[config.mk]
export PLATFORM = sky130hd
export DESIGN_NAME = ray_hit_pos
export DESIGN_NICKNAME = d
export VERILOG_FILES = /design/src/source/ray_pkg.sv /design/src/source/pcalc_ctrl_if.sv /design/src/source/data_delay.sv /design/src/source/fp_add.sv /design/src/source/fp_mul.sv /design/src/source/pcalc.sv /design/src/source/pcalc_ctrl.sv /design/src/source/ray_hit_pos.sv
export SDC_FILE = /design/constraint.sdc
export NUM_CORES = 2
export LEC_CHECK = 0
export BUFFER_PORTS_ARGS = -buffer_cell sky130_fd_sc_hd__buf_2
export CAP_MARGIN = 20
export CORE_AREA = 2 2 338 340
export CTS_BUF_LIST = sky130_fd_sc_hd__clkbuf_16
export DETAILED_ROUTE_END_ITERATION = 7
export DIE_AREA = 0 0 340 342
export SYNTH_ARGS = -nofsm -noshare
export SYNTH_HDL_FRONTEND = slang
export SYNTH_HIERARCHICAL = 1
export SYNTH_SLANG_ARGS = --single-unit
[constraint.sdc]
create_clock -name clk -period 21.2 [get_ports clk]
set_input_delay 4.24 -clock clk [delete_from_list [all_inputs] [get_ports clk]]
set_output_delay 4.24 -clock clk [all_outputs]
set_load 0.05 [all_outputs]
[src/source/ray_pkg.sv]
// Float, vector, ray and axis types, and the pipeline latency constants.

package ray_pkg;

	// IEEE single precision bit pattern.
	typedef struct packed {
		logic        sign;
		logic [7:0]  exp;
		logic [22:0] frac;
	} float_t;

	typedef struct packed {
		float_t x;
		float_t y;
		float_t z;
	} vector_t;

	typedef struct packed {
		vector_t origin;
		vector_t dir;
	} ray_vec_t;

	// Axis entering the multiplier in the current issue slot.
	typedef enum logic [1:0] {
		AXIS_X,
		AXIS_Y,
		AXIS_Z
	} axis_e;

	localparam int MUL_LATENCY = 2; // fp_mul stages.
	localparam int ADD_LATENCY = 3; // fp_add stages.

	// Start sample to done seen high; load, z slot offset, mul, add, capture.
	localparam int POS_LATENCY = 1 + 2 + MUL_LATENCY + ADD_LATENCY + 1;

endpackage : ray_pkg

[src/source/pcalc_ctrl_if.sv]
// Control-to-datapath interface: operand load, axis select and capture strobes.

`timescale 1ns/1ps

interface pcalc_ctrl_if import ray_pkg::*; ();

	logic  load;     // Latch ray and t.
	axis_e axis_sel; // Axis being issued.
	logic  cap_x;
	logic  cap_y;
	logic  cap_z;

	modport ctrl (
		output load,
		output axis_sel,
		output cap_x,
		output cap_y,
		output cap_z
	);

	modport dp (
		input load,
		input axis_sel,
		input cap_x,
		input cap_y,
		input cap_z
	);

endinterface : pcalc_ctrl_if

[src/source/data_delay.sv]
// Register delay line for one float word, depth set by parameter.

`timescale 1ns/1ps

module data_delay import ray_pkg::*; #(
	parameter int DEPTH = 1
) (
	input  logic   clk,
	input  logic   rst_n,
	input  float_t data_in,
	output float_t data_out
);

	float_t stage_q [DEPTH];

	always_ff @(posedge clk) begin
		if (!rst_n) begin
			for (int i = 0; i < DEPTH; i++) begin
				stage_q[i] <= '0;
			end
		end else begin
			stage_q[0] <= data_in;
			for (int i = 1; i < DEPTH; i++) begin
				stage_q[i] <= stage_q[i-1];
			end
		end
	end

	assign data_out = stage_q[DEPTH-1];

endmodule : data_delay

[src/source/fp_add.sv]
// Three-stage single precision adder: align, add, normalize with truncation.

`timescale 1ns/1ps

module fp_add import ray_pkg::*; (
	input  logic   clk,
	input  logic   rst_n,
	input  float_t a,
	input  float_t b,
	output float_t result
);

	function automatic logic [4:0] lead_zeros(input logic [24:0] v);
		logic [4:0] n;
		logic       found;
		n     = 5'd25;
		found = 1'b0;
		for (int i = 24; i >= 0; i--) begin
			if (v[i] && !found) begin
				n     = 5'(24 - i);
				found = 1'b1;
			end
		end
		return n;
	endfunction

	logic        a_big;
	float_t      big;
	float_t      small_op;
	logic [23:0] big_sig;
	logic [23:0] small_sig;
	logic [7:0]  exp_diff;

	logic        s1_sign;
	logic        s1_sub;
	logic [7:0]  s1_exp;
	logic [23:0] s1_big;
	logic [23:0] s1_small;

	logic        s2_sign;
	logic [7:0]  s2_exp;
	logic [24:0] s2_sum;

	logic [4:0]        lz;
	logic [24:0]       norm;
	logic signed [9:0] exp_n;

	// Order by magnitude so the subtraction never goes negative.
	assign a_big     = {a.exp, a.frac} >= {b.exp, b.frac};
	assign big       = a_big ? a : b;
	assign small_op  = a_big ? b : a;
	assign big_sig   = (big.exp == 8'd0) ? 24'd0 : {1'b1, big.frac};
	assign small_sig = (small_op.exp == 8'd0) ? 24'd0 : {1'b1, small_op.frac};
	assign exp_diff  = big.exp - small_op.exp;

	always_ff @(posedge clk) begin
		if (!rst_n) begin
			s1_sign  <= 1'b0;
			s1_sub   <= 1'b0;
			s1_exp   <= '0;
			s1_big   <= '0;
			s1_small <= '0;
		end else begin
			s1_sign  <= big.sign;
			s1_sub   <= a.sign ^ b.sign;
			s1_exp   <= big.exp;
			s1_big   <= big_sig;
			s1_small <= small_sig >> exp_diff; // Shifted-out bits dropped.
		end
	end

	always_ff @(posedge clk) begin
		if (!rst_n) begin
			s2_sign <= 1'b0;
			s2_exp  <= '0;
			s2_sum  <= '0;
		end else begin
			s2_sign <= s1_sign;
			s2_exp  <= s1_exp;
			s2_sum  <= s1_sub ? {1'b0, s1_big} - {1'b0, s1_small}
			                  : {1'b0, s1_big} + {1'b0, s1_small};
		end
	end

	assign lz    = lead_zeros(s2_sum);
	assign norm  = s2_sum << lz; // Leading one lands in bit 24.
	assign exp_n = 10'(s2_exp) + 10'd1 - 10'(lz);

	always_ff @(posedge clk) begin
		if (!rst_n) begin
			result <= '0;
		end else if (s2_sum == 25'd0) begin
			result <= '0; // Exact cancellation.
		end else if (exp_n <= 10'sd0) begin
			result <= '{sign: s2_sign, exp: 8'd0, frac: 23'd0};
		end else if (exp_n >= 10'sd255) begin
			result <= '{sign: s2_sign, exp: 8'hff, frac: 23'd0};
		end else begin
			result <= '{sign: s2_sign, exp: exp_n[7:0], frac: norm[23:1]};
		end
	end

	// No denormal ever leaves the adder.
	a_no_denormal : assert property (@(posedge clk) disable iff (!rst_n)
		(result.exp == 8'd0) |-> (result.frac == 23'd0))
		else $error("fp_add produced a denormal result");

endmodule : fp_add

[src/source/fp_mul.sv]
// Two-stage single precision multiplier, truncating, denormals flushed to zero.

`timescale 1ns/1ps

module fp_mul import ray_pkg::*; (
	input  logic   clk,
	input  logic   rst_n,
	input  float_t a,
	input  float_t b,
	output float_t result
);

	logic               in_zero;
	logic [47:0]        prod;
	logic signed [9:0]  exp_sum;

	logic               s1_sign;
	logic               s1_zero;
	logic signed [9:0]  s1_exp;
	logic [47:0]        s1_prod;

	logic [22:0]        mant_n;
	logic signed [9:0]  exp_n;

	assign in_zero = (a.exp == 8'd0) || (b.exp == 8'd0);
	assign prod    = 48'({1'b1, a.frac}) * 48'({1'b1, b.frac});
	assign exp_sum = 10'(a.exp) + 10'(b.exp) - 10'd127; // Remove one bias.

	always_ff @(posedge clk) begin
		if (!rst_n) begin
			s1_sign <= 1'b0;
			s1_zero <= 1'b1;
			s1_exp  <= '0;
			s1_prod <= '0;
		end else begin
			s1_sign <= a.sign ^ b.sign;
			s1_zero <= in_zero;
			s1_exp  <= exp_sum;
			s1_prod <= prod;
		end
	end

	// Product of two 1.x values lies in [1, 4), so one place at most.
	assign mant_n = s1_prod[47] ? s1_prod[46:24] : s1_prod[45:23];
	assign exp_n  = s1_prod[47] ? s1_exp + 10'sd1 : s1_exp;

	always_ff @(posedge clk) begin
		if (!rst_n) begin
			result <= '0;
		end else if (s1_zero || exp_n <= 10'sd0) begin
			result <= '{sign: s1_sign, exp: 8'd0, frac: 23'd0}; // Zero or underflow.
		end else if (exp_n >= 10'sd255) begin
			result <= '{sign: s1_sign, exp: 8'hff, frac: 23'd0}; // Overflow.
		end else begin
			result <= '{sign: s1_sign, exp: exp_n[7:0], frac: mant_n};
		end
	end

endmodule : fp_mul

[src/source/pcalc.sv]
// Hit-point datapath: operand registers, axis muxes, multiply-add, position registers.

`timescale 1ns/1ps

module pcalc import ray_pkg::*; (
	input  logic     clk,
	input  logic     rst_n,
	input  ray_vec_t vec,
	input  float_t   t,
	pcalc_ctrl_if.dp ctrl,
	output vector_t  pos
);

	vector_t dir_q;
	vector_t org_q;
	float_t  t_q;
	float_t  dir_sel;
	float_t  org_sel;
	float_t  product;
	float_t  org_dly;
	float_t  sum;
	vector_t pos_q;

	always_ff @(posedge clk) begin
		if (ctrl.load) begin
			dir_q <= vec.dir;
			org_q <= vec.origin;
			t_q   <= t;
		end
	end

	always_comb begin
		case (ctrl.axis_sel)
			AXIS_X:  begin dir_sel = dir_q.x; org_sel = org_q.x; end
			AXIS_Y:  begin dir_sel = dir_q.y; org_sel = org_q.y; end
			default: begin dir_sel = dir_q.z; org_sel = org_q.z; end
		endcase
	end

	fp_mul i_mul (.clk, .rst_n, .a(dir_sel), .b(t_q), .result(product));

	// Origin waits out the multiplier.
	data_delay #(.DEPTH(MUL_LATENCY)) i_org_delay (
		.clk, .rst_n, .data_in(org_sel), .data_out(org_dly)
	);

	fp_add i_add (.clk, .rst_n, .a(product), .b(org_dly), .result(sum));

	always_ff @(posedge clk) begin
		if (!rst_n) begin
			pos_q <= '0;
		end else begin
			if (ctrl.cap_x) pos_q.x <= sum;
			if (ctrl.cap_y) pos_q.y <= sum;
			if (ctrl.cap_z) pos_q.z <= sum;
		end
	end

	assign pos = pos_q;

	a_one_capture : assert property (@(posedge clk) disable iff (!rst_n)
		$onehot0({ctrl.cap_x, ctrl.cap_y, ctrl.cap_z}))
		else $error("more than one capture strobe active");

endmodule : pcalc

[src/source/pcalc_ctrl.sv]
// Issue sequencer: three axis slots per ray, capture token pipe and done.

`timescale 1ns/1ps

module pcalc_ctrl import ray_pkg::*; (
	input  logic       clk,
	input  logic       rst_n,
	input  logic       start,
	output logic       busy,
	output logic       done,
	pcalc_ctrl_if.ctrl ctrl
);

	logic       active;
	axis_e      axis_q;
	logic       accept;
	logic [2:0] token;
	logic [2:0] cap_sr [MUL_LATENCY + ADD_LATENCY];

	// A start in the z slot is taken, so rays can issue back to back.
	assign busy   = active && (axis_q != AXIS_Z);
	assign accept = start && !busy;
	assign token  = {axis_q == AXIS_Z, axis_q == AXIS_Y, axis_q == AXIS_X} & {3{active}};

	always_ff @(posedge clk) begin
		if (!rst_n) begin
			active <= 1'b0;
			axis_q <= AXIS_X;
		end else if (accept) begin
			active <= 1'b1;
			axis_q <= AXIS_X;
		end else if (active) begin
			case (axis_q)
				AXIS_X:  axis_q <= AXIS_Y;
				AXIS_Y:  axis_q <= AXIS_Z;
				default: active <= 1'b0; // Last slot issued.
			endcase
		end
	end

	always_ff @(posedge clk) begin
		if (!rst_n) begin
			for (int i = 0; i < MUL_LATENCY + ADD_LATENCY; i++) begin
				cap_sr[i] <= '0;
			end
			done <= 1'b0;
		end else begin
			cap_sr[0] <= token;
			for (int i = 1; i < MUL_LATENCY + ADD_LATENCY; i++) begin
				cap_sr[i] <= cap_sr[i-1];
			end
			done <= cap_sr[MUL_LATENCY + ADD_LATENCY - 1][2];
		end
	end

	assign ctrl.load     = accept;
	assign ctrl.axis_sel = axis_q;
	assign ctrl.cap_x    = cap_sr[MUL_LATENCY + ADD_LATENCY - 1][0];
	assign ctrl.cap_y    = cap_sr[MUL_LATENCY + ADD_LATENCY - 1][1];
	assign ctrl.cap_z    = cap_sr[MUL_LATENCY + ADD_LATENCY - 1][2];

	a_start_ignored : assert property (@(posedge clk) disable iff (!rst_n)
		!(start && busy))
		else $warning("start ignored while busy");

	a_done_pulse : assert property (@(posedge clk) disable iff (!rst_n)
		done |=> !done)
		else $error("done high for more than one cycle");

	a_done_latency : assert property (@(posedge clk) disable iff (!rst_n)
		accept |-> ##POS_LATENCY done)
		else $error("done missing after accepted start");

endmodule : pcalc_ctrl

[src/source/ray_hit_pos.sv]
// Top level: ray hit position unit, control and datapath joined by the control bus.

`timescale 1ns/1ps

module ray_hit_pos import ray_pkg::*; (
	input  logic     clk,
	input  logic     rst_n,
	input  logic     start,
	input  ray_vec_t ray,
	input  float_t   t,
	output logic     busy,
	output logic     done,
	output vector_t  pos
);

	pcalc_ctrl_if ctrl_bus ();

	pcalc_ctrl i_ctrl (
		.clk,
		.rst_n,
		.start,
		.busy,
		.done,
		.ctrl (ctrl_bus.ctrl)
	);

	pcalc i_pcalc (
		.clk,
		.rst_n,
		.vec  (ray),
		.t,
		.ctrl (ctrl_bus.dp),
		.pos
	);

endmodule : ray_hit_pos

==> metrics.csv <==
metric,value,unit
rsz0062_at_grt,false,
num_vias,31221,
critical_path.endpoint,i_pcalc/i_mul/s1_prod[34],
synth_compound_area_frac,0.0653,
r2r-end,i_pcalc/i_mul/s1_prod[34],
dpl.hpwl,87.0,mm
async_flop_share,0,
cts-htree-levels,3,
synth_ff_type,dfxtp_1,
slew_viol_final,0,
synthXorXnorAreaFrac,0.0151,
grt_pass1_wl,184,mm
finalSetupViolations,0,
critPathKind,flip-flop to flip-flop,
synth.most_common_cell,inv_1,
layout.cells.non_filler,6197,
synthMuxAreaShare,0.0811,
hold_buffers,0,
hold_depth,1,
synth-edff-count,224,
setup.worst_path.start,i_ctrl/ctrl.axis_sel[1],
drc,0,
period_minus_slack,8.48,ns
ys_top_cells_by_area,"fa_1, dfxtp_1, edfxtp_1, ha_1, mux2i_1",
grt_antenna_before_repair,6,
clock_sinks,596,
yosysWarnings,6,
post-cts-setup-buffers,0,
max_cap_viol_count,0,
start_kind,flip-flop,
clkTransAtPathRegs,0.06,ns
grt_max_degree,93,
tightest_slew,1.23,ns
finClkSkew,0.0531,ns
coreArea,113000,sq um
synth-simple-area-share,0.149,
status,completed,
cts_tree,built,
end_kind,flip-flop,
fin_crit_sh,0.400,
path_max_fanout,92,
rrSetupSlack,12.72,ns
finalWirelength,117,mm
hp-class,flip-flop to flip-flop,
rows,124,
gp_congestion,0.929,
start_util,0.395,
clk_path_buf_depth,3,
ys_seq_elements,596,
final_core_util,0.439,
nNetsFinal,5600,
r2r_start,i_ctrl/ctrl.axis_sel[1],
syn2layout_area_growth,11.3,%
drive_gt1_frac,0.133,
synth_commonest_cells,"inv_1, nand2_1, fa_1",
worst-endpoint-arrival,9.00,ns
gr-total-overflow,0,
io_buffers,324,
wire_per_inst,18.9,um
avgViaCountPerCell,5.04,
fillers,10794,
syn_area_per_cell,10.1,sq um
mappedNetlistArea,44600,sq um
dieWidth,340,um
cp.required,21.72,ns
hold_viol,0,
grt_pass1_vias,31992,
cts_made_buffers,69,
grt_use_total,0.202,
antenna_left,0,
synth_top_area_share,0.217,
drt-pass1-iter-count,5,
yosys.area_share.adder,0.289,
ctsResizeCount,0,
first_iter_violations,1999,
die_area,116000,sq um
relSlewSlack,0.180,
dp_cells,6072,
synth_seq_area_share,0.318,
setup_tns,0,ns
max_clock_freq,118,MHz
ios,325,
synth_top_family_by_area,adder cells,
synth_top_area_cell,fa_1,
die_y,342,um
syn_inst,4412,
clockRootBuffer,clkbuf_16,
clk_latency,0.66,ns
syn_nets,5380,
synth.distinct_cells,93,
worstRegToRegCells,25,
==> flip-flops by register name (all words and copies together) (netlist names) <==
name,flops
i_pcalc/i_add/s1_sign,1
i_pcalc/i_mul/s1_prod,25
i_ctrl/cap_sr,15
i_pcalc/i_add/s1_sub,1
i_pcalc/i_mul/s1_exp,10
i_pcalc/i_add/s1_small,24
i_pcalc/i_mul/s1_sign,1
i_ctrl/done,1
i_ctrl/active,1
i_pcalc/i_add/s2_sign,1
i_pcalc/i_add/s2_exp,8
i_pcalc/i_mul/result,32
i_ctrl/ctrl.axis_sel,2
i_pcalc/i_add/s1_big,24
i_pcalc/org_q,96
i_pcalc/dir_q,96
i_pcalc/pos,96
i_pcalc/i_add/s1_exp,8
i_pcalc/i_org_delay/stage_q,64
i_pcalc/i_add/result,32
i_pcalc/i_mul/s1_zero,1
i_pcalc/t_q,32
i_pcalc/i_add/s2_sum,25
==> worst max-delay path, cell delays in order, from the launching register on <==
cell and delay (ns):
dfxtp_4 0.65, buf_4 0.75, o21ai_1 0.16, buf_4 0.29
inv_1 0.35, nor2_1 0.14, fa_1 0.56, inv_1 0.06
fa_1 0.52, inv_1 0.05, fa_1 0.46, fa_1 0.52
fa_1 0.43, fa_1 0.49, inv_1 0.05, fa_1 0.47
inv_1 0.04, ha_1 0.36, nand4_1 0.16, nor2_1 0.23
nand3_1 0.10, a21oi_1 0.49, o21bai_1 0.24, a21boi_0 0.42
o22ai_1 0.17, mux2i_1 0.14
==> through the flow <==
| step | setup WS (ns) | hold slack [ns] | area (sq um) |
|---|---|---|---|
| finish | 12.72 | 0.426 | 49700 |
| global route | 12.13 | 0.445 | 49700 |
| CTS | 12.69 | 0.418 | 49700 |
| detailed placement | 12.70 | 0.418 | 47400 |
| global placement | 12.86 | 0.422 | 47400 |
| floorplan | 5.60 | 0.394 | 44600 |
==> cells in the final DEF, fill, tap and decap left out, drive strengths merged, types with 9 or more instances in the layout <==
cell	instances
nand2	489
inv	671
a21o	30
nand2b	23
a211oi	13
ha	257
edfxtp	224
mux4	26
a21oi	162
clkbuf	69
and3	14
o21ai	118
and2	333
nand4	14
nor4	24
xor2	13
nor2	186
dfxtp	372
nor3	50
a31oi	14
o22ai	10
o21a	19
xnor2	63
nor2b	111
o21bai	20
mux2i	294
clkinv	25
buf	384
fa	484
nand3	36
nor3b	9
==> how the worst min path moves through the flow <==
stage / start / end
3_3_place_gp: i_ctrl/cap_sr[0][6] / i_ctrl/cap_sr[0][9]
3_5_place_dp: i_ctrl/cap_sr[0][5] / i_ctrl/cap_sr[0][8]
6_report: i_ctrl/cap_sr[0][0] / i_ctrl/cap_sr[0][3]
2_1_floorplan: i_pcalc/i_add/s2_sign / i_pcalc/i_add/result[31]
5_1_grt: i_ctrl/cap_sr[0][7] / i_ctrl/cap_sr[0][10]
4_1_cts: i_ctrl/cap_sr[0][0] / i_ctrl/cap_sr[0][3]
==> kinds of logic (layout without fill, tap and decap cells) <==
| family | Yosys count | count (layout) |
|---|---|---|
| and+or+nand+nor | 1320 | 1320 |
| buffers and inverters | 884 | 1156 |
| adders and majority gates | 741 | 741 |
| DFF | 596 | 596 |
| AOI/OAI and AO/OA | 467 | 467 |
| muxes | 328 | 328 |
| xor gates and xnor gates | 76 | 76 |
| other | 0 | 1 |
==> cell type report <==
class / instances / area (sq um) / area share
diodes: 1 / 2.50 / 0.0000503
repair buffers: 384 / 2090 / 0.0421
well taps: 1512 / 1890 / 0.0381
clock buffers: 69 / 1730 / 0.0347
clock inverters: 54 / 534 / 0.0107
inverters: 649 / 2440 / 0.0490
flip-flops and latches: 596 / 14200 / 0.285
multi-input cells: 2932 / 26800 / 0.540
==> per-layer routing <==
layer,vias to the layer above,wire (um),track usage
met5,-,12,0
met4,2,3710,0.0631
met3,183,7840,0.0383
met2,1072,54400,0.331
met1,15315,51300,0.269
li1,14649,-,-
Power is not shown: default switching activity piles up to over one toggle a cycle in this logic, so the estimate is an artifact.
